[src/rtl/gmii_udp_pkg.sv]
package gmii_udp_pkg;

	// ------------------------------------------------------------
	// Vector types
	// ------------------------------------------------------------
	typedef logic [7:0]  byte_t;
	typedef logic [15:0] pixel_word_t;
	typedef logic [3:0]  station_id_t;
	typedef logic [5:0]  field_idx_t;
	typedef logic [1:0]  line_count_t;
	typedef logic [31:0] crc_t;
	typedef logic [15:0] csum_t;

	// Enum order follows the order of fields on the wire
	typedef enum logic [3:0] {
		ST_IDLE,
		ST_PREAMBLE,
		ST_SFD,
		ST_ETH_HDR,
		ST_IP_HDR,
		ST_UDP_HDR,
		ST_LINE_NUM,
		ST_PIXELS,
		ST_FCS,
		ST_GAP
	} tx_state_e;

	// One octet on its way to the GMII output stage
	typedef struct packed {
		byte_t      data;
		logic       valid;
		logic       crc_init;
		logic       crc_en;
		logic       fcs;
		logic [1:0] fcs_idx;
	} tx_item_t;

	// ------------------------------------------------------------
	// Frame constants
	// ------------------------------------------------------------
	localparam logic [47:0] DST_MAC      = 48'h00_23_45_67_89_02;
	localparam logic [47:0] SRC_MAC      = 48'h00_23_45_67_89_01;
	localparam logic [15:0] ETH_TYPE     = 16'h0800;
	localparam logic [15:0] IP_VER_TOS   = 16'h4500;
	localparam logic [15:0] IP_IDENT     = 16'h0000;
	localparam logic [15:0] IP_FLAGS     = 16'h4000;
	localparam logic [7:0]  IP_TTL       = 8'h40;
	localparam logic [7:0]  IP_PROTO     = 8'h11;
	localparam logic [31:0] SRC_IP       = {8'd192, 8'd168, 8'd0, 8'd1};
	localparam logic [31:0] DST_IP       = {8'd192, 8'd168, 8'd0, 8'd2};
	localparam logic [15:0] UDP_SRC_PORT = 16'd12344;
	localparam logic [15:0] UDP_DST_PORT = 16'd12345;

	// Payload must stay even, two bytes per FIFO word
	localparam int PIXEL_BYTES    = 64;
	localparam int LINE_NUM_BYTES = 2;
	localparam logic [15:0] UDP_LEN = 16'(8 + LINE_NUM_BYTES + PIXEL_BYTES);
	localparam logic [15:0] IP_LEN  = 16'(20) + UDP_LEN;

	localparam int PREAMBLE_BYTES = 7;
	localparam int ETH_HDR_BYTES  = 14;
	localparam int IP_HDR_BYTES   = 20;
	localparam int UDP_HDR_BYTES  = 8;
	localparam int FCS_BYTES      = 4;
	localparam int GAP_CYCLES     = 12;
	localparam int WORDS_PER_LINE = 1 + PIXEL_BYTES / 2;

	localparam byte_t PREAMBLE_BYTE = 8'h55;
	localparam byte_t SFD_BYTE      = 8'hD5;

	// Reflected CRC-32 (poly 0x04C11DB7), data bits taken LSB first
	function automatic crc_t crc32_byte(crc_t crc, byte_t data);
		crc_t c;
		c = crc;
		for (int i = 0; i < 8; i++) begin
			if (c[0] ^ data[i])
				c = (c >> 1) ^ 32'hEDB8_8320;
			else
				c = c >> 1;
		end
		return c;
	endfunction

endpackage
[src/rtl/gmii_udp_tx.sv]
`timescale 1ns/10ps

module gmii_udp_tx (
	input  logic                      fifo_clk,
	input  logic                      sys_rst,
	input  gmii_udp_pkg::station_id_t id,
	input  gmii_udp_pkg::pixel_word_t dout,
	input  logic                      empty,
	input  logic                      wr_en,
	output logic                      rd_en,
	output logic                      line_pending,
	output logic                      tx_en,
	output gmii_udp_pkg::byte_t       txd
);

	logic                     frame_start;
	logic                     seq_idle;
	gmii_udp_pkg::tx_state_e  hdr_sel;
	gmii_udp_pkg::field_idx_t hdr_idx;
	gmii_udp_pkg::byte_t      hdr_byte;
	gmii_udp_pkg::tx_item_t   item;

	// Line accounting and frame start decision
	line_gate u_line_gate (
		.fifo_clk     (fifo_clk),
		.sys_rst      (sys_rst),
		.wr_en        (wr_en),
		.empty        (empty),
		.seq_idle     (seq_idle),
		.frame_start  (frame_start),
		.line_pending (line_pending)
	);

	frame_sequencer u_frame_sequencer (
		.fifo_clk    (fifo_clk),
		.sys_rst     (sys_rst),
		.frame_start (frame_start),
		.dout        (dout),
		.hdr_byte    (hdr_byte),
		.seq_idle    (seq_idle),
		.rd_en       (rd_en),
		.hdr_sel     (hdr_sel),
		.hdr_idx     (hdr_idx),
		.item        (item)
	);

	header_builder u_header_builder (
		.fifo_clk    (fifo_clk),
		.sys_rst     (sys_rst),
		.frame_start (frame_start),
		.id          (id),
		.hdr_sel     (hdr_sel),
		.hdr_idx     (hdr_idx),
		.hdr_byte    (hdr_byte)
	);

	// CRC and GMII output registers
	fcs_unit u_fcs_unit (
		.fifo_clk (fifo_clk),
		.sys_rst  (sys_rst),
		.item     (item),
		.tx_en    (tx_en),
		.txd      (txd)
	);

endmodule

[src/rtl/fcs_unit.sv]
`timescale 1ns/10ps

module fcs_unit (
	input  logic                   fifo_clk,
	input  logic                   sys_rst,
	input  gmii_udp_pkg::tx_item_t item,
	output logic                   tx_en,
	output gmii_udp_pkg::byte_t    txd
);

	gmii_udp_pkg::crc_t  crc_q;
	gmii_udp_pkg::crc_t  fcs_val;
	gmii_udp_pkg::byte_t fcs_byte;

	// ------------------------------------------------------------
	// CRC-32 over destination MAC through last payload byte
	// ------------------------------------------------------------
	always_ff @(posedge fifo_clk) begin
		if (sys_rst)
			crc_q <= '1;
		else if (item.crc_init)
			crc_q <= '1;
		else if (item.crc_en)
			crc_q <= gmii_udp_pkg::crc32_byte(crc_q, item.data);
	end

	// Reflected register, so bits 7:0 carry x^31..x^24 and go out first
	assign fcs_val  = ~crc_q;
	assign fcs_byte = fcs_val[8 * int'(item.fcs_idx) +: 8];

	// GMII output stage
	always_ff @(posedge fifo_clk) begin
		if (sys_rst) begin
			tx_en <= 1'b0;
			txd   <= '0;
		end else begin
			tx_en <= item.valid;
			txd   <= item.fcs ? fcs_byte : item.data;
		end
	end

endmodule

[src/rtl/header_builder.sv]
`timescale 1ns/10ps

module header_builder (
	input  logic                      fifo_clk,
	input  logic                      sys_rst,
	input  logic                      frame_start,
	input  gmii_udp_pkg::station_id_t id,
	input  gmii_udp_pkg::tx_state_e   hdr_sel,
	input  gmii_udp_pkg::field_idx_t  hdr_idx,
	output gmii_udp_pkg::byte_t       hdr_byte
);

	gmii_udp_pkg::station_id_t id_q;
	gmii_udp_pkg::csum_t       csum_q;
	logic                      csum_load;
	logic [47:0]               src_mac_id;
	logic [31:0]               src_ip_id;
	logic [19:0]               csum_sum;
	logic [16:0]               csum_fold;

	gmii_udp_pkg::byte_t [gmii_udp_pkg::ETH_HDR_BYTES-1:0] eth_vec;
	gmii_udp_pkg::byte_t [gmii_udp_pkg::IP_HDR_BYTES-1:0]  ip_vec;
	gmii_udp_pkg::byte_t [gmii_udp_pkg::UDP_HDR_BYTES-1:0] udp_vec;

	// Station id offsets the low address bytes
	assign src_mac_id = {gmii_udp_pkg::SRC_MAC[47:8],
		gmii_udp_pkg::SRC_MAC[7:0] + gmii_udp_pkg::byte_t'(id_q)};
	assign src_ip_id  = {gmii_udp_pkg::SRC_IP[31:8],
		gmii_udp_pkg::SRC_IP[7:0] + gmii_udp_pkg::byte_t'(id_q)};

	// ------------------------------------------------------------
	// IPv4 header checksum, one cycle after the id is captured
	// ------------------------------------------------------------
	assign csum_sum = 20'(gmii_udp_pkg::IP_VER_TOS) + 20'(gmii_udp_pkg::IP_LEN) +
		20'(gmii_udp_pkg::IP_IDENT) + 20'(gmii_udp_pkg::IP_FLAGS) +
		20'({gmii_udp_pkg::IP_TTL, gmii_udp_pkg::IP_PROTO}) +
		20'(src_ip_id[31:16]) + 20'(src_ip_id[15:0]) +
		20'(gmii_udp_pkg::DST_IP[31:16]) + 20'(gmii_udp_pkg::DST_IP[15:0]);
	// End-around carry, second fold cannot overflow again
	assign csum_fold = {1'b0, csum_sum[15:0]} + {13'd0, csum_sum[19:16]};

	always_ff @(posedge fifo_clk) begin
		if (sys_rst)
			csum_load <= 1'b0;
		else
			csum_load <= frame_start;
	end

	always_ff @(posedge fifo_clk) begin
		if (frame_start)
			id_q <= id;
		if (csum_load)
			csum_q <= ~(csum_fold[15:0] + {15'd0, csum_fold[16]});
	end

	// Byte 0 of each field sits in the top element
	assign eth_vec = {gmii_udp_pkg::DST_MAC, src_mac_id, gmii_udp_pkg::ETH_TYPE};
	assign ip_vec  = {gmii_udp_pkg::IP_VER_TOS, gmii_udp_pkg::IP_LEN,
		gmii_udp_pkg::IP_IDENT, gmii_udp_pkg::IP_FLAGS, gmii_udp_pkg::IP_TTL,
		gmii_udp_pkg::IP_PROTO, csum_q, src_ip_id, gmii_udp_pkg::DST_IP};
	// UDP checksum left at zero
	assign udp_vec = {gmii_udp_pkg::UDP_SRC_PORT, gmii_udp_pkg::UDP_DST_PORT,
		gmii_udp_pkg::UDP_LEN, 16'h0000};

	always_comb begin
		case (hdr_sel)
			gmii_udp_pkg::ST_ETH_HDR:
				hdr_byte = eth_vec[gmii_udp_pkg::ETH_HDR_BYTES - 1 - int'(hdr_idx)];
			gmii_udp_pkg::ST_IP_HDR:
				hdr_byte = ip_vec[gmii_udp_pkg::IP_HDR_BYTES - 1 - int'(hdr_idx)];
			gmii_udp_pkg::ST_UDP_HDR:
				hdr_byte = udp_vec[gmii_udp_pkg::UDP_HDR_BYTES - 1 - int'(hdr_idx)];
			default:
				hdr_byte = '0;
		endcase
	end

endmodule

[src/rtl/frame_sequencer.sv]
`timescale 1ns/10ps

module frame_sequencer (
	input  logic                      fifo_clk,
	input  logic                      sys_rst,
	input  logic                      frame_start,
	input  gmii_udp_pkg::pixel_word_t dout,
	input  gmii_udp_pkg::byte_t       hdr_byte,
	output logic                      seq_idle,
	output logic                      rd_en,
	output gmii_udp_pkg::tx_state_e   hdr_sel,
	output gmii_udp_pkg::field_idx_t  hdr_idx,
	output gmii_udp_pkg::tx_item_t    item
);

	gmii_udp_pkg::tx_state_e state;
	gmii_udp_pkg::tx_state_e state_next;
	gmii_udp_pkg::tx_item_t  item_d;
	logic [15:0]             byte_cnt;
	logic [15:0]             field_len;
	logic                    field_last;
	logic                    half;

	// State names the field whose byte is chosen this cycle
	assign seq_idle = (state == gmii_udp_pkg::ST_IDLE);
	assign hdr_sel  = state;
	assign hdr_idx  = gmii_udp_pkg::field_idx_t'(byte_cnt);

	// Low byte of a FIFO word on odd counts, fields start word aligned
	assign half  = byte_cnt[0];
	assign rd_en = half && (state == gmii_udp_pkg::ST_LINE_NUM ||
		state == gmii_udp_pkg::ST_PIXELS);

	// ------------------------------------------------------------
	// Field lengths and order
	// ------------------------------------------------------------
	always_comb begin
		case (state)
			gmii_udp_pkg::ST_PREAMBLE: field_len = 16'(gmii_udp_pkg::PREAMBLE_BYTES);
			gmii_udp_pkg::ST_ETH_HDR:  field_len = 16'(gmii_udp_pkg::ETH_HDR_BYTES);
			gmii_udp_pkg::ST_IP_HDR:   field_len = 16'(gmii_udp_pkg::IP_HDR_BYTES);
			gmii_udp_pkg::ST_UDP_HDR:  field_len = 16'(gmii_udp_pkg::UDP_HDR_BYTES);
			gmii_udp_pkg::ST_LINE_NUM: field_len = 16'(gmii_udp_pkg::LINE_NUM_BYTES);
			gmii_udp_pkg::ST_PIXELS:   field_len = 16'(gmii_udp_pkg::PIXEL_BYTES);
			gmii_udp_pkg::ST_FCS:      field_len = 16'(gmii_udp_pkg::FCS_BYTES);
			gmii_udp_pkg::ST_GAP:      field_len = 16'(gmii_udp_pkg::GAP_CYCLES);
			default:                   field_len = 16'd1;
		endcase
	end

	assign field_last = (byte_cnt == field_len - 16'd1);

	always_comb begin
		case (state)
			gmii_udp_pkg::ST_PREAMBLE: state_next = gmii_udp_pkg::ST_SFD;
			gmii_udp_pkg::ST_SFD:      state_next = gmii_udp_pkg::ST_ETH_HDR;
			gmii_udp_pkg::ST_ETH_HDR:  state_next = gmii_udp_pkg::ST_IP_HDR;
			gmii_udp_pkg::ST_IP_HDR:   state_next = gmii_udp_pkg::ST_UDP_HDR;
			gmii_udp_pkg::ST_UDP_HDR:  state_next = gmii_udp_pkg::ST_LINE_NUM;
			gmii_udp_pkg::ST_LINE_NUM: state_next = gmii_udp_pkg::ST_PIXELS;
			gmii_udp_pkg::ST_PIXELS:   state_next = gmii_udp_pkg::ST_FCS;
			gmii_udp_pkg::ST_FCS:      state_next = gmii_udp_pkg::ST_GAP;
			default:                   state_next = gmii_udp_pkg::ST_IDLE;
		endcase
	end

	// ------------------------------------------------------------
	// Byte selection
	// ------------------------------------------------------------
	always_comb begin
		item_d = '0;
		case (state)
			gmii_udp_pkg::ST_IDLE: begin
				// First preamble byte leaves with the start decision
				if (frame_start) begin
					item_d.data  = gmii_udp_pkg::PREAMBLE_BYTE;
					item_d.valid = 1'b1;
				end
			end
			gmii_udp_pkg::ST_PREAMBLE: begin
				item_d.data  = gmii_udp_pkg::PREAMBLE_BYTE;
				item_d.valid = 1'b1;
			end
			gmii_udp_pkg::ST_SFD: begin
				item_d.data     = gmii_udp_pkg::SFD_BYTE;
				item_d.valid    = 1'b1;
				item_d.crc_init = 1'b1;
			end
			gmii_udp_pkg::ST_ETH_HDR, gmii_udp_pkg::ST_IP_HDR,
			gmii_udp_pkg::ST_UDP_HDR: begin
				item_d.data   = hdr_byte;
				item_d.valid  = 1'b1;
				item_d.crc_en = 1'b1;
			end
			gmii_udp_pkg::ST_LINE_NUM, gmii_udp_pkg::ST_PIXELS: begin
				// High byte of each word goes first
				item_d.data   = half ? dout[7:0] : dout[15:8];
				item_d.valid  = 1'b1;
				item_d.crc_en = 1'b1;
			end
			gmii_udp_pkg::ST_FCS: begin
				item_d.valid   = 1'b1;
				item_d.fcs     = 1'b1;
				item_d.fcs_idx = byte_cnt[1:0];
			end
			default: ;
		endcase
	end

	always_ff @(posedge fifo_clk) begin
		if (sys_rst) begin
			state    <= gmii_udp_pkg::ST_IDLE;
			byte_cnt <= '0;
			item     <= '0;
		end else begin
			item <= item_d;
			if (state == gmii_udp_pkg::ST_IDLE) begin
				byte_cnt <= '0;
				if (frame_start) begin
					state    <= gmii_udp_pkg::ST_PREAMBLE;
					byte_cnt <= 16'd1;
				end
			end else if (field_last) begin
				state    <= state_next;
				byte_cnt <= '0;
			end else begin
				byte_cnt <= byte_cnt + 16'd1;
			end
		end
	end

endmodule

[src/rtl/line_gate.sv]
`timescale 1ns/10ps

module line_gate (
	input  logic fifo_clk,
	input  logic sys_rst,
	input  logic wr_en,
	input  logic empty,
	input  logic seq_idle,
	output logic frame_start,
	output logic line_pending
);

	logic                      wr_en_q;
	logic                      line_done;
	gmii_udp_pkg::line_count_t line_cnt;

	// Falling edge of wr_en closes one line
	assign line_done = wr_en_q & ~wr_en;

	assign line_pending = (line_cnt != '0);
	assign frame_start  = line_pending & seq_idle & ~empty;

	always_ff @(posedge fifo_clk) begin
		if (sys_rst) begin
			wr_en_q  <= 1'b0;
			line_cnt <= '0;
		end else begin
			wr_en_q <= wr_en;
			// Simultaneous done and start leave the count unchanged
			if (line_done && !frame_start) begin
				if (line_cnt != '1)
					line_cnt <= line_cnt + 2'd1;
			end else if (frame_start && !line_done) begin
				line_cnt <= line_cnt - 2'd1;
			end
		end
	end

endmodule

[config.mk]
export PLATFORM = sky130hd
export DESIGN_NAME = gmii_udp_tx
export DESIGN_NICKNAME = d
export VERILOG_FILES = /design/src/rtl/gmii_udp_pkg.sv /design/src/rtl/gmii_udp_tx.sv /design/src/rtl/fcs_unit.sv /design/src/rtl/header_builder.sv /design/src/rtl/frame_sequencer.sv /design/src/rtl/line_gate.sv
export SDC_FILE = /design/constraint.sdc
export NUM_CORES = 1
export LEC_CHECK = 0
export ABC_AREA = 1
export ABC_CLOCK_PERIOD_IN_PS = 4800
export BUFFER_PORTS_ARGS = -buffer_cell sky130_fd_sc_hd__buf_2
export CORE_ASPECT_RATIO = 0.9
export CORE_UTILIZATION = 65
export CTS_CLUSTER_DIAMETER = 50
export DETAILED_ROUTE_END_ITERATION = 7
export GPL_ROUTABILITY_DRIVEN = 0
export PLACE_DENSITY = 0.94
export REMOVE_ABC_BUFFERS = 1
export SYNTH_ARGS = -nofsm -noshare
export SYNTH_HDL_FRONTEND = slang
export SYNTH_SLANG_ARGS = --single-unit
[constraint.sdc]
create_clock -name fifo_clk -period 4.8 [get_ports fifo_clk]
set_input_delay 0.24 -clock fifo_clk [delete_from_list [all_inputs] [get_ports fifo_clk]]
set_output_delay 0.24 -clock fifo_clk [all_outputs]
set_load 0.005 [all_outputs]
# After elaboration in Yosys (flattened, before gate mapping)
# Memories as Yosys holds them, arrays and structs flattened. A register that Yosys moved wholly into a read port is not among the register bits.
# Index checks and enable logic that the tools add are counted.
word_totals:
  inputBits: 24
  memories: 3
  ff_bits: 99
  out_inout_bits: 11
  word_cells: 149
  mem_bits_ro: 224
classes:
  magnitude_cmp: 3
  addsub: 13
  shifts: 1
  eq_ne: 12
  muxes: 59
  n_reduce_logical: 18
  bitwise_logic: 24
memory_table:
  columns: ["memory", "depth", "width", "rd", "rd_ports_with_merged_regs", "write_ports", "line", "rtl"]
  rows:
  - ["(no name shown)", 16, 6, 1, 1, 0, "frame_sequencer.sv:38", "case (state)"]
  - ["(no name shown)", 8, 8, 1, 0, 0, "header_builder.sv:72", "hdr_byte = udp_vec[gmii_udp_pkg::UDP_HDR_BYTES - 1 - int'(hdr_idx)];"]
  - ["(no name shown)", 16, 4, 1, 1, 0, "frame_sequencer.sv:54", "case (state)"]
ops:
  columns: ["op", "count"]
  rows:
  - ["32-bit 2-to-1 mux", 29]
  - ["13-bit NOT with 14-bit output", 8]
  - ["8-bit 2-to-1 mux", 9]
  - ["8-bit binary-select mux with 5-bit select", 1]
  - ["8-bit case mux with 5 select lines", 1]
  - ["8-bit binary-select mux with 4-bit select", 1]
  - ["32-bit by 5-bit less-than comparator with 1-bit output, second input constant", 1]
  - ["32-bit by 6-bit less-than comparator with 1-bit output, second input constant", 1]
  - ["32-bit by 7-bit less-than comparator with 1-bit output, second input constant", 1]
  - ["16-bit 2-to-1 mux", 2]
  - ["32-bit NOT", 1]
  - ["32-bit by 6-bit indexed part select with 8-bit output", 1]
  - ["4-bit 2-to-1 mux", 7]
  - ["8-bit case mux with 3 select lines", 1]
  - ["20-bit by 16-bit adder with 20-bit output, second input constant", 1]
  - ["20-bit by 2-bit adder with 20-bit output, second input constant", 1]
  - ["17-bit by 8-bit adder with 18-bit output, first input constant", 1]
  - ["16-bit by 4-bit adder with 17-bit output", 1]
  - ["16-bit by 1-bit adder with 16-bit output", 1]
  - ["16-bit by 1-bit adder with 16-bit output, second input constant", 1]
  - ["16-bit == test", 1]
  - ["4-bit by 3-bit == test with 1-bit output, second input constant", 4]
  - ["16-bit NOT", 1]
  - ["16-bit by 1-bit subtractor with 16-bit output, second input constant", 1]
  - ["28 further kinds", 53]

# Longest topological paths before layout
# Gate-level depths: netlist (run 1).
logic_depth:
  depth_word: 37
  ltp_mapped: 24
  depth_no_buf: 24

# Cells and area by module
# From an unflattened synthesis (run 1), not the netlist that was laid out.
hier_totals:
  hier_cells: 1004
  hier_area_um2: 6726.5
by_module_without_submodules:
  columns: ["mod", "seq_area_each_um2", "instances", "area_per_inst_um2", "cells_per_inst"]
  rows:
  - ["fcs_unit", 820.8, 1, 2756.4, 433]
  - ["frame_sequencer", 880.8, 1, 2423.6, 342]
  - ["header_builder", 410.4, 1, 1368.8, 200]
  - ["line_gate", 60.1, 1, 177.7, 29]

# Least setup slack after synthesis (run 1)
# No wires, ideal clock.
synth_path:
  kind: "reg2reg"
  from: "register, netlist name u_frame_sequencer.field_len[0]"
  to: "register, netlist name u_frame_sequencer.field_len[2]"
  setup_ns: 0.115
  arrival_ns: 2.511
  synth_period_minus_slack_ns: 2.626
  slack_ns: 2.174
  path_buffers: 0
  required_time_ns: 4.685
  stages_incl_launch_ff: 24
  cell_sequence: "dfxtp_1 -> inv_2 -> ha_1 -> nand3_1 -> inv_1 -> ha_1 -> inv_1 -> nand2_1 -> nand2_1 -> nor2_4 -> nand2_1 -> nor2_1 -> nand3_1 -> nor2_2 -> nand3_2 -> clkinv_2 -> nand2_1 -> nand2_1 -> nand2_1 -> ha_1 -> nand3_1 -> nand2_2 -> nor2_1 -> nor2_1"
synth_between:
  elab_chain_cells: 6
synth_lines:
  columns: ["item", "line", "rtl"]
  rows:
  - ["16-bit by 1-bit subtractor with 16-bit output", "frame_sequencer.sv:51", "assign field_last = (byte_cnt == field_len - 16'd1);"]
  - ["16-bit == test", "frame_sequencer.sv:51", null]
  - ["2-bit nonzero test (no source line)", null, null]
  - ["2-bit AND reduction (no source line)", null, null]
  - ["4-bit 2-to-1 mux (no source line) (2 in series)", null, null]
# No other way between the ends.
# A chain may end at the register's enable or synchronous reset.

# Final worst setup path (run 1)
layout_path:
  from: "register u_frame_sequencer.byte_cnt[0]"
  to: "register, netlist name u_frame_sequencer.field_len[2]"
layout_between:
  elab_chain_cells: 5
layout_lines:
  columns: ["item", "line", "rtl"]
  rows:
  - ["start, declared", "frame_sequencer.sv:19", "logic [15:0] byte_cnt;"]
  - ["start signal, assigned", "frame_sequencer.sv:127", "byte_cnt <= byte_cnt + 16'd1;"]
  - ["16-bit == test", "frame_sequencer.sv:51", null]
  - ["2-bit nonzero test (no source line)", null, null]
  - ["2-bit AND reduction (no source line)", null, null]
  - ["4-bit 2-to-1 mux (no source line) (2 in series)", null, null]
# No other way between the ends.

==> impl_results.md, run 1 <==
* Run status: complete, no violations
* RR Startpoint: u_frame_sequencer.byte_cnt[0]
* Cts hold-fix bufs at 0
* WP data required at roughly 5.1 ns
* Seq cells post-synth at roughly 100
* Dpl cells at approximately 1000
* CP arrival at 3.39 ns
* First-pass iteration count of the detailed router at 5
* Vias in the first global route at ~5.4k
* Post-route insts no fill at 1000
* Yosys warns at 0
* WHS Path Cells at 1
* Core area at 9210 um2
* CTS Buf Count at 9
* Post-Syn Area at about 6300 um2
* Via count at 5755
* Clock Tree Buf Depth at 2
* Pins Over Slew Limit at 0
* Hold Slack at between 0.02 and 0.025 ns
* Leak pwr at ~3 nW
* Worst slew pin tran at approximately 1.1 ns
* # diodes at 0
* Reg2reg end: u_frame_sequencer.field_len[2]
* Layout cells sized above 1 at a little over a tenth
* Most common cell in the netlist: nand2_1
* Final setup viols at 0
* Die footprint at between 10000 and 15000 um2
* Top area cells in the synthesized netlist: dfxtp_1 28%, nand2_1 8.0%, xor2_1 7.6%
* CTS tree: built
* Crit-path cells: inv_2 -> nand2_1 -> nand2_1 -> nor2_1 -> nand2_1 -> nor2_1 -> nand3_1 -> nor2_2 -> nand3_2 -> clkinv_2 -> nand2_1 -> nand2_1 -> nand2_1 -> ha_1 -> nand3_1 -> nand2_2 -> nor2_1 -> nor2_1
* Setup_tns at 0 ns
* Worst-path clk slew at around 0.10 ns
* H-tree depth at 3
* Remaining DRCs at 0
* Worst reg2reg path depth at 18
* Synth async-reset ratio at 0%
* Share of the synthesized area in the top cell type at 28.5%
* Largest stage delay, worst path at between 0.8 and 0.9 ns
* Fin. Hold Viols at 0
* First-pass GRT wire length at 24600 um
* Nets at slightly above 900
* Clock Skews at approximately 0.0076 ns
* Antenna violations before repair at 0
* Synth-to-Final Area Change at 6.90%
* Placement Rows at 33
* Filler cells at 698
* Post-Syn Instances at around 850
* Post-route ant nets at 0
* Syn Area/Cell at about 7.3 um2
* Vias/cell at between 5 and 6
* CTS root buf: clkbuf_8
* Slowest-stage cell, CP: dfxtp_1
* Relative slew slack at around a quarter
* Initial DRC count at about 630
* CP dominant cell by count: nand2_1
* Final worst path period need at between 3 and 4 ns
* Fin crit share at 64.6%
* Storage cell area at 2170 um2
* HPWL after DPL at 10300 um
* Hold worst-path end: u_header_builder.id_q[3]
* Starting Density at roughly two thirds
* DIE WIDTH at between 100 and 150 um
* Register area share after synthesis at about a third
* Top-level port count at 35
* GRT Total Usage at between 30% and 40%
* Routed WL at about 15000 um
* CP Capture Type: register
* Area of the multi-input gates at around 3500 um2
* RSZ-0062 raised after global routing: false
* Min-delay worst type: in -> reg
* Synth top cells by count: 133 x nand2_1, 114 x inv_1, 89 x dfxtp_1, 80 x nor2_1, 70 x a21oi_1
* Grt ovf at 0
* CP Buf/Inv Count at 2
* Crit Path Category: reg -> reg
* Peak supply drop at between 0.0003 and 0.0004 V
* Worst-Skew Late Latency at between 0.3 and 0.4 ns
* Post_cts resized at 0
* Synth area leader: dfxtp_1
* Clk sinks at about 100
* Crit path max-delay family: simple AND/OR/NAND/NOR gates
* Die Y-Extent at approximately 95 um
* Crit path max fanout at 20
* Fmax at between 0.3 and 0.4 GHz
* Pwr Density at between 300 and 400 nW/um2
* Pin count of the biggest net entering global routing at 45
* Post-synth EDFFs at 13
* Setup slack, reg-to-reg at 1.70 ns
* Post CTS Setup Buffer Count at 0
* Critical path startpoint category: register
* Port Buf Inserts at 34
* Routed len/inst at around 15 um
* Synth Flop Type: dfxtp_1
* HP Start: id[3]
* Max Cap Viol at 0
* Distinct cell type count after synthesis at 53
## metrics by stage
stage	instance area (um2)	setup slack [ns]	utilization (%)	power, mW
global route	6680	1.45	72.6	2.53
finish	6680	1.70	72.6	2.38
global placement	6470	1.97	70.3	1.76
detailed placement	6470	1.79	70.3	1.79
CTS	6680	1.76	72.6	2.39
floorplan	6150	2.16	-	1.62
## placed cells by master, fill, tap and decap left out, types with 10 or more instances in the layout
cell      netlist  final
ha_1           21     21
xor2_1         54     54
o21ai_0        66     66
inv_1         114    114
nand2_1       133    133
buf_2           1     34
nand3_1        52     52
edfxtp_1       13     13
dfxtp_1        89     89
a21oi_1        70     70
o211ai_1       16     16
xnor2_1        20     20
nand2_2        10     10
nor3_1         11     11
nor2_1         80     80
## registers in the layout, summed over array words and instances, names as in the netlist
| register | cells |
|---|---|
| u_fcs_unit.crc_q | 32 |
| u_frame_sequencer.byte_cnt | 16 |
| u_frame_sequencer.item | 14 |
| u_header_builder.csum_q | 9 |
| u_fcs_unit.txd | 8 |
| u_frame_sequencer.field_len | 6 |
| u_frame_sequencer.hdr_sel | 4 |
| u_frame_sequencer.state_next | 4 |
| u_header_builder.id_q | 4 |
| u_line_gate.line_cnt | 2 |
| u_fcs_unit.tx_en | 1 |
| u_header_builder.csum_load | 1 |
| u_line_gate.wr_en_q | 1 |
## worst register-to-register path, stage by stage, from the launching register on
cell      delay (ns)
dfxtp_1         0.82
inv_2           0.32
nand2_1         0.13
nand2_1         0.05
nor2_1          0.12
nand2_1         0.07
nor2_1          0.10
nand3_1         0.10
nor2_2          0.14
nand3_2         0.14
clkinv_2        0.09
nand2_1         0.05
nand2_1         0.11
nand2_1         0.17
ha_1            0.29
nand3_1         0.11
nand2_2         0.07
nor2_1          0.09
nor2_1          0.04
## metal layers
layer / up-vias / global-route usage [%] / part of all wire, % / wire length, um
met5: - / 0 / 0 / 0
met4: 0 / 16.4 / 2.7 / 393
met3: 41 / 6.49 / 7.0 / 1020
met2: 271 / 55.0 / 49 / 7240
met1: 2632 / 36.2 / 41 / 5970
li1: 2811 / - / - / -
## worst max-delay path by stage
stage / start / endpoint / slack [ns] / cells past startpoint
after global routing: u_frame_sequencer.byte_cnt[0] / u_frame_sequencer.field_len[1] / 1.45 / 17
after detailed placement: u_frame_sequencer.field_len[0] / u_frame_sequencer.field_len[2] / 1.79 / 23
final: u_frame_sequencer.byte_cnt[0] / u_frame_sequencer.field_len[2] / 1.70 / 18
after CTS: u_frame_sequencer.field_len[0] / u_frame_sequencer.field_len[2] / 1.76 / 23
after global placement: u_frame_sequencer.byte_cnt[0] / u_frame_sequencer.field_len[2] / 1.97 / 18
after floorplan: u_frame_sequencer.field_len[0] / u_frame_sequencer.field_len[2] / 2.16 / 23
## power by group
part | total [mW] | switching [mW] | internal [mW]
clock network | 0.590 | 0.336 | 0.255
registers | 0.998 | 0.0549 | 0.943
logic | 0.796 | 0.503 | 0.293
## cell type report
type	count	area share, %
Clock buffer	9	1.85
Sequential cell	102	32.5
Timing Repair Buffer	34	2.55
Tap cell	122	2.28
Multi-Input combinational cell	600	52.4
Clock inverter	7	1.37
Inverter	126	7.09
## cell families (layout without fill, tap and decap cells)
kind of cell	count (synthesis)	in the layout	synth area share, %
other cells	2	2	0.120
fa+ha+maj	21	21	4.20
simple gates	314	314	22.2
flops	102	102	34.7
compound gates	181	181	16.4
mux	1	1	0.160
xor+xnor	81	81	12.9
buf+inv	149	176	9.29
(Power assumes the default switching activity.)
==> inputs of run 2 (changes only) <==
--- a/config.mk
+++ b/config.mk
@@ -5,15 +5,15 @@
 export SDC_FILE = /design/constraint.sdc
 export NUM_CORES = 1
 export LEC_CHECK = 0
-export ABC_AREA = 1
-export ABC_CLOCK_PERIOD_IN_PS = 4800
+export ABC_AREA = 0
+export ABC_CLOCK_PERIOD_IN_PS = 3100
 export BUFFER_PORTS_ARGS = -buffer_cell sky130_fd_sc_hd__buf_2
 export CORE_ASPECT_RATIO = 0.9
-export CORE_UTILIZATION = 65
+export CORE_UTILIZATION = 62
 export CTS_CLUSTER_DIAMETER = 50
 export DETAILED_ROUTE_END_ITERATION = 7
 export GPL_ROUTABILITY_DRIVEN = 0
-export PLACE_DENSITY = 0.94
+export PLACE_DENSITY = 0.91
 export REMOVE_ABC_BUFFERS = 1
 export SYNTH_ARGS = -nofsm -noshare
 export SYNTH_HDL_FRONTEND = slang
==> constraint.sdc (replaced) <==
create_clock -name fifo_clk -period 3.1 [get_ports fifo_clk]
set_input_delay 0.155 -clock fifo_clk [delete_from_list [all_inputs] [get_ports fifo_clk]]
set_output_delay 0.155 -clock fifo_clk [all_outputs]
set_load 0.005 [all_outputs]
==> run 2 against run 1 <==
  * Fmax shrank 1.9%
  * Highest routed layer unchanged
  * Die area increased by 1.4%
  * Clock skew is 0.0047 ns higher
  * Largest power group unchanged
  * Synthesized area shrank 3.3%
  * First-iteration DRC count fell by 11%
  * Synthesized cell count decreased by 17%
  * Clock power up 39%
  * Non-clock buffer count rose by 21
  * Critical endpoint unchanged
  * Final cell count down 14%
  * Register-to-register slack worse by 1.8 ns
  * The run now ends with setup timing left
  * Critical path type unchanged
  * Sequential power grew 39%
==> impl_results.md, run 2 <==
* Yosys warns at 0 (unchanged)
* Register area share after synthesis at 35.9% (+1.2 points)
* Final worst path period need at 3.16 ns (+0.0587 ns)
* CP Buf/Inv Count at 2 (unchanged)
* Grt ovf at 0 (unchanged)
* Met2 Track Usage GR at 54.0% (-1.0 points)
* Peak supply drop at 0.000386 V (+14%)
* Die Y-Extent at 95.7 um (+0.68%)
* Clk sinks at 102 (unchanged)
* Worst Setup Slack, final at -0.0607 ns (-1.76 ns)
* Port Buf Inserts at 34 (unchanged)
* H-tree depth at 3 (unchanged)
* GRT Total Usage at 30.5% (-0.74 points)
* Die footprint at 10200 um2 (+1.4%)
* Crit path max-delay family: compound AO/OA/AOI/OAI gates
* Post-route ant nets at 0 (unchanged)
* M3 GR Usage at 7.45% (+0.95 points)
* Remaining DRCs at 0 (unchanged)
* Max reg flops at 32 (unchanged)
* Synth Flop Type: dfxtp_1
* Crit-path cells: inv_2 -> ha_4 -> nor4b_4 -> ha_1 -> xnor2_1 -> nor4_1 -> o211ai_1 -> a211oi_4 -> buf_6 -> mux2i_4 -> nor2_2 -> a221o_1
* Filler cells at 679 (-2.7%)
* Setup slack, reg-to-reg at -0.06 ns (-1.76 ns)
* RR Startpoint: u_frame_sequencer.field_len[1]
* Slowest-stage cell, CP: a221o_1
* Vias/cell at 6.06 (+5.3%)
* Largest stage delay, worst path at 0.41 ns (-0.41 ns)
* Most common cell in the netlist: nand2_1
* Syn Area/Cell at 8.59 um2 (+17%)
* Worst reg2reg path depth at 12 (-6)
* CP Capture Type: register
* Placement Rows at 33 (unchanged)
* Crit path max fanout at 16 (-20%)
* Critical path startpoint category: register
* Core area at 9290 um2 (+0.90%)
* Distinct cell type count after synthesis at 68 (+28%)
* Hold worst-path end: u_frame_sequencer.item[8]
* DIE WIDTH at 106 um (+0.68%)
* Pin count of the biggest net entering global routing at 36 (-20%)
* CP arrival at 3.44 ns (+0.05 ns)
* Most frequent cells in the layout: 90 x nand2_1, 87 x dfxtp_1, 66 x xnor2_1, 63 x nor2_1, 53 x o21ai_0
* Routed WL at 14600 um (about the same)
* Largest Register: u_fcs_unit.crc_q
* Final setup viols at 2 (+2)
* Starting Density at 65.1% (-2.8 points)
* Fin crit share at 102% (+37 points)
* Post-Syn Instances at 704 (-17%)
* First-pass GRT wire length at 23900 um (-2.8%)
* Initial DRC count at 559 (-11%)
* Violated checks: setup timing
* Antenna violations before repair at 0 (unchanged)
* Synth top cells by count: 90 x nand2_1, 89 x dfxtp_1, 66 x nor2_1, 66 x xnor2_1, 53 x o21ai_0
* WP data required at 3.38 ns (-1.71 ns)
* Clock Skews at 0.0123 ns (+0.00473 ns)
* Min-delay worst type: in -> reg
* Most common cell after layout, fill and taps aside: nand2_1
* Post-synth EDFFs at 13 (unchanged)
* Share of the synthesized area in the top cell type at 29.5% (+0.97 points)
* Routed len/inst at 17.0 um (+16%)
* CTS root buf: clkbuf_8
* Relative slew slack at 43.5% (+20 points)
* CTS Buf Count at 9 (unchanged)
* Clock Tree Buf Depth at 2 (unchanged)
* Leak pwr at 2.32 nW (-24%)
* Via count at 5213 (-9.4%)
* Run status: complete, but fails checks
* Fin. Hold Viols at 0 (unchanged)
* Worst slew pin tran at 0.846 ns (-0.294 ns)
* Seq cells post-synth at 102 (unchanged)
* Worst-path clk slew at 0.11 ns (about the same)
* Busiest layer in global routing: met2
* Top flop regs: u_fcs_unit.crc_q x32, u_frame_sequencer.byte_cnt x16, u_frame_sequencer.item x14
* Top-level port count at 35 (unchanged)
* Fmax at 0.316 GHz (-1.9%)
* Reg2reg end: u_frame_sequencer.field_len[2]
* Synth async-reset ratio at 0% (unchanged)
* Vias in the first global route at 5055 (-5.5%)
* Max Cap Viol at 0 (unchanged)
* Crit Path Category: reg -> reg
* Layout cells sized above 1 at 14.5% (+3.6 points)
* HP Start: dout[10]
* Post-Place Worst Slack at -0.0897 ns (-1.88 ns)
* First-pass iteration count of the detailed router at 5 (unchanged)
* CTS tree: built
* Synth-to-Final Area Change at 9.87%
* Pins Over Slew Limit at 0 (unchanged)
* Grt met1 use at 34.5% (-1.7 points)
* WHS Path Cells at 5 (+4)
* HPWL after DPL at 10200 um (-0.76%)
* Post-Syn Area at 6050 um2 (-3.3%)
* Pwr Density at 391 nW/um2 (+9.6%)
* Total chip power at 2.60 mW (+8.9%)
* Worst-Skew Late Latency at 0.39 ns (about the same)
* Top area cells in the synthesized netlist: dfxtp_1 29%, xnor2_1 9.6%, edfxtp_1 6.5%
* Synth area leader: dfxtp_1
* Nets at 777 (-15%)
## run 2: worst min-delay path: stages
cell     delay (ns)
buf_2          0.07
mux2i_1        0.06
nor2_1         0.09
nor2_1         0.05
a31oi_1        0.13
## run 2: timing repair
item	in CTS	in global routing
setup buffers	0	0
setup endpoints to repair	5	3
resized for setup	2	17
pin swaps	2	2
endpoints found under the hold margin	5	0
hold buffers	5	0
## run 2: cells by family (layout without fill, tap and decap cells)
logic type               Yosys count  after routing  share of synthesized area (%)
AO/OA/AOI/OAI                    138            138                           14.5
XOR/XNOR                         106            106                           15.8
adder cells (fa/ha/maj)           21             21                           4.35
buffers and inverters             60             93                           3.95
flip-flops                       102            102                           35.9
multiplexers                      25             25                           5.86
other                              2              3                          0.124
AND/OR/NAND/NOR                  250            250                           19.4
## run 2: worst max path at each step
| stage | from | to | cells after the start |
|---|---|---|---|
| after floorplan | u_frame_sequencer.field_len[0] | u_frame_sequencer.field_len[2] | 13 |
| after global placement | u_frame_sequencer.field_len[1] | u_frame_sequencer.field_len[2] | 11 |
| after detailed placement | u_frame_sequencer.field_len[1] | u_frame_sequencer.field_len[2] | 11 |
| after CTS | u_frame_sequencer.field_len[1] | u_frame_sequencer.field_len[2] | 12 |
| after global routing | u_frame_sequencer.field_len[0] | u_frame_sequencer.field_len[2] | 12 |
| final | u_frame_sequencer.field_len[1] | u_frame_sequencer.field_len[2] | 12 |
## run 2: cell type report
type,instances,area [um2],share of cell area [%]
diodes,1,2.50,0.0377
multi-input cells,542,3700,55.7
well taps,122,153,2.30
flip-flops and latches,102,2170,32.7
repair buffers,55,344,5.18
clock buffers,9,124,1.86
clock inverters,7,63.8,0.960
inverters,22,82.6,1.24
## run 2: per-stage QoR
| step | cells | hold slack (ns) | cell area (um2) | utilization (%) | setup TNS, ns |
|---|---|---|---|---|---|
| global placement | 838 | 0.332 | 6340 | 68.2 | 0 |
| CTS | 859 | 0.198 | 6590 | 70.9 | 0 |
| floorplan | 666 | 0.224 | 5890 | - | -0.0428 |
| finish | 860 | 0.223 | 6640 | 71.5 | -0.0738 |
| detailed placement | 838 | 0.333 | 6340 | 68.2 | -0.136 |
| global route | 859 | 0.226 | 6640 | 71.5 | -0.978 |
## run 2: metal layers
| metal | vias to the layer above | part of all wire [%] |
|---|---|---|
| met1 | 2440 | 39 |
| met5 | - | 0 |
| met3 | 69 | 6.4 |
| li1 | 2463 | - |
| met2 | 241 | 50 |
| met4 | 0 | 4.0 |
## run 2: power breakdown
| group | total [mW] | switching [mW] | leakage, nW | internal, mW |
|---|---|---|---|---|
| clock network | 0.818 | 0.506 | 0.0971 | 0.312 |
| logic | 0.386 | 0.216 | 1.38 | 0.170 |
| registers | 1.39 | 0.0249 | 0.838 | 1.37 |
==> inputs of run 3 (changes only) <==
--- a/config.mk
+++ b/config.mk
@@ -15,6 +15,7 @@
 export GPL_ROUTABILITY_DRIVEN = 0
 export PLACE_DENSITY = 0.91
 export REMOVE_ABC_BUFFERS = 1
+export SETUP_SLACK_MARGIN = 0.15
 export SYNTH_ARGS = -nofsm -noshare
 export SYNTH_HDL_FRONTEND = slang
 export SYNTH_SLANG_ARGS = --single-unit
==> run 3 against run 2 <==
  * The flow now finishes without violations
  * Fmax is 7.5% higher
  * Highest routed layer unchanged
  * Combinational power is 3% higher
  * Final cell count is 0.93% higher
  * Sequential power hardly changed
  * Largest cell class unchanged
  * Count of clock-buffer cells in the layout stayed put
  * Core utilization is 0.79 points higher
  * Worst hold slack better by 0.013 ns
  * Total power is 0.39% higher
  * Clock skew is 0.0028 ns lower
  * Non-clock buffer count is 8 higher
  * Critical path depth is 1 lower
  * Clock power hardly changed
==> impl_results.md, run 3 (synthesis results as in run 2) <==
* Run status: complete, no violations
* HPWL after DPL at 10200 um (unchanged)
* Slowest-stage cell, CP: mux2_4
* CP arrival at 3.22 ns (-0.22 ns)
* Crit-path cells: inv_2 -> ha_4 -> nor4b_4 -> ha_1 -> xnor2_1 -> nor4_1 -> o211ai_1 -> a2111oi_2 -> mux2_4 -> ha_4 -> a221o_1
* Clock Tree Buf Depth at 2 (unchanged)
* Largest stage delay, worst path at 0.39 ns (-0.02 ns)
* WP data required at 3.38 ns (about the same)
* Post-route ant nets at 0 (unchanged)
* Max reg flops at 32 (unchanged)
* Antenna violations before repair at 0 (unchanged)
* Critical path startpoint category: register
* CP Capture Type: register
* First-pass iteration count of the detailed router at 7 (+2)
* Max Cap Viol at 0 (unchanged)
* Clk sinks at 102 (unchanged)
* Core area at 9290 um2 (unchanged)
* Routed WL at 14900 um (+1.8%)
* CTS root buf: clkbuf_8
* Setup_tns at 0 ns (+0.0738 ns)
* Vias in the first global route at 5140 (+1.7%)
* DIE WIDTH at 106 um (unchanged)
* Fmax at 0.340 GHz (+7.5%)
* Most common cell after layout, fill and taps aside: nand2_1
* H-tree depth at 3 (unchanged)
* Grt ovf at 0 (unchanged)
* Die footprint at 10200 um2 (unchanged)
* Min-delay worst type: in -> reg
* Clock Skews at 0.00954 ns (-0.00278 ns)
* Layout cells sized above 1 at 15.8% (+1.3 points)
* CTS Buf Count at 9 (unchanged)
* Hold Slack at 0.237 ns (+0.0135 ns)
* Initial DRC count at 567 (+1.4%)
* Final worst path period need at 2.94 ns (-0.221 ns)
* Fin. Hold Viols at 0 (unchanged)
* Top-level port count at 35 (unchanged)
* Most frequent cells in the layout: 90 x nand2_1, 86 x dfxtp_1, 66 x xnor2_1, 63 x nor2_1, 53 x o21ai_0
* CTS tree: built
* Top flop regs: u_fcs_unit.crc_q x32, u_frame_sequencer.byte_cnt x16, u_frame_sequencer.item x14
* Die Y-Extent at 95.7 um (unchanged)
* Final setup viols at 0 (-2)
* Starting Density at 65.1% (unchanged)
* HP Start: dout[12]
* Hold worst-path end: u_frame_sequencer.item[10]
* Routed len/inst at 17.1 um (+0.83%)
* CP dominant cell by count: ha_4
* Crit Path Category: reg -> reg
* Pwr Density at 388 nW/um2 (-0.72%)
* Peak supply drop at 0.000401 V (+4.0%)
* RSZ-0062 raised after global routing: true
* WHS Path Cells at 5 (unchanged)
* Relative slew slack at 43.2% (-0.33 points)
* First-pass GRT wire length at 24300 um (+1.7%)
* Crit path max fanout at 5 (-11)
* Pin count of the biggest net entering global routing at 36 (unchanged)
* Worst-Skew Late Latency at 0.38 ns (about the same)
* Placement Rows at 33 (unchanged)
* Worst slew pin tran at 0.851 ns (+0.00493 ns)
* Largest Register: u_fcs_unit.crc_q
* Vias/cell at 6.10 (+0.62%)
* Leak pwr at 2.35 nW (+1.5%)
* Remaining DRCs at 0 (unchanged)
* Via count at 5294 (+1.6%)
* Synth-to-Final Area Change at 11.1%
* Port Buf Inserts at 34 (unchanged)
* Worst reg2reg path depth at 11 (-1)
* GRT Total Usage at 31.0% (+0.47 points)
* Nets at 785 (+1.0%)
* Pins Over Slew Limit at 0 (unchanged)
* Setup slack, reg-to-reg at 0.16 ns (+0.22 ns)
* Reg2reg end: u_frame_sequencer.field_len[2]
* Fin crit share at 94.8% (-7.1 points)
* Worst-path clk slew at 0.10 ns (about the same)
* RR Startpoint: u_frame_sequencer.field_len[0]
* Filler cells at 664 (-2.2%)
run 3: how the worst max path moves through the flow:
stage / slack, ns / cells past startpoint / end / start
finish: 0.16 / 11 / u_frame_sequencer.field_len[2] / u_frame_sequencer.field_len[0]
global placement: 0.11 / 11 / u_frame_sequencer.field_len[2] / u_frame_sequencer.field_len[1]
global route: 0.05 / 11 / u_frame_sequencer.field_len[2] / u_frame_sequencer.field_len[0]
floorplan: -0.04 / 13 / u_frame_sequencer.field_len[2] / u_frame_sequencer.field_len[0]
detailed placement: -0.09 / 11 / u_frame_sequencer.field_len[2] / u_frame_sequencer.field_len[1]
CTS: 0.08 / 11 / u_frame_sequencer.field_len[2] / u_frame_sequencer.field_len[1]
run 3: worst max-delay path: cells and delay by family (launching register included):
| kind | cells | cell delay (ns) |
|---|---|---|
| AO/OA/AOI/OAI | 3 | 0.92 |
| buffers and inverters | 1 | 0.07 |
| AND/OR/NAND/NOR | 2 | 0.39 |
| multiplexers | 1 | 0.39 |
| adder cells (fa/ha/maj) | 3 | 0.60 |
| flip-flops | 1 | 0.34 |
| XOR/XNOR | 1 | 0.13 |
run 3: cell type report:
cell class / count / area, um2 / area share (%)
Antenna cell: 1 / 2.50 / 0.0373
Inverter: 22 / 82.6 / 1.23
Clock buffer: 9 / 124 / 1.84
Timing Repair Buffer: 63 / 404 / 6.02
Sequential cell: 102 / 2180 / 32.4
Multi-Input combinational cell: 542 / 3710 / 55.3
Tap cell: 122 / 153 / 2.27
Clock inverter: 7 / 63.8 / 0.950
run 3: what timing repair did:
action                                 4_1_cts  5_1_grt
hold buffers                                 5        0
gates resized for setup                     18        4
setup buffers                                5        3
endpoints found under the hold margin        5        0
pin swaps                                    9        8
setup endpoints to repair                   10       28
run 3: where the power goes:
group | leakage (nW) | total [mW] | internal [mW] | switching, mW
Sequential | 0.838 | 1.39 | 1.37 | 0.0249
Combinational | 1.42 | 0.396 | 0.178 | 0.219
Clock | 0.0971 | 0.818 | 0.312 | 0.506
run 3: layer usage:
layer / wire, um / share of wire [%] / global-route usage (%)
met1: 5740 / 39 / 34.7
met4: 657 / 4.4 / 17.7
met3: 1130 / 7.6 / 7.79
met2: 7360 / 49 / 54.3
met5: 0 / 0 / 0
run 3: per-stage QoR:
step                cells  area [um2]  power, mW  util (%)  setup WS (ns)
finish                868        6720       2.61      72.3          0.160
global route          867        6720       2.71      72.3         0.0536
CTS                   864        6670       2.61      71.8         0.0763
detailed placement    838        6340       1.78      68.2        -0.0897
global placement      838        6340       1.77      68.2          0.114
floorplan             666        5890       1.68         -        -0.0428
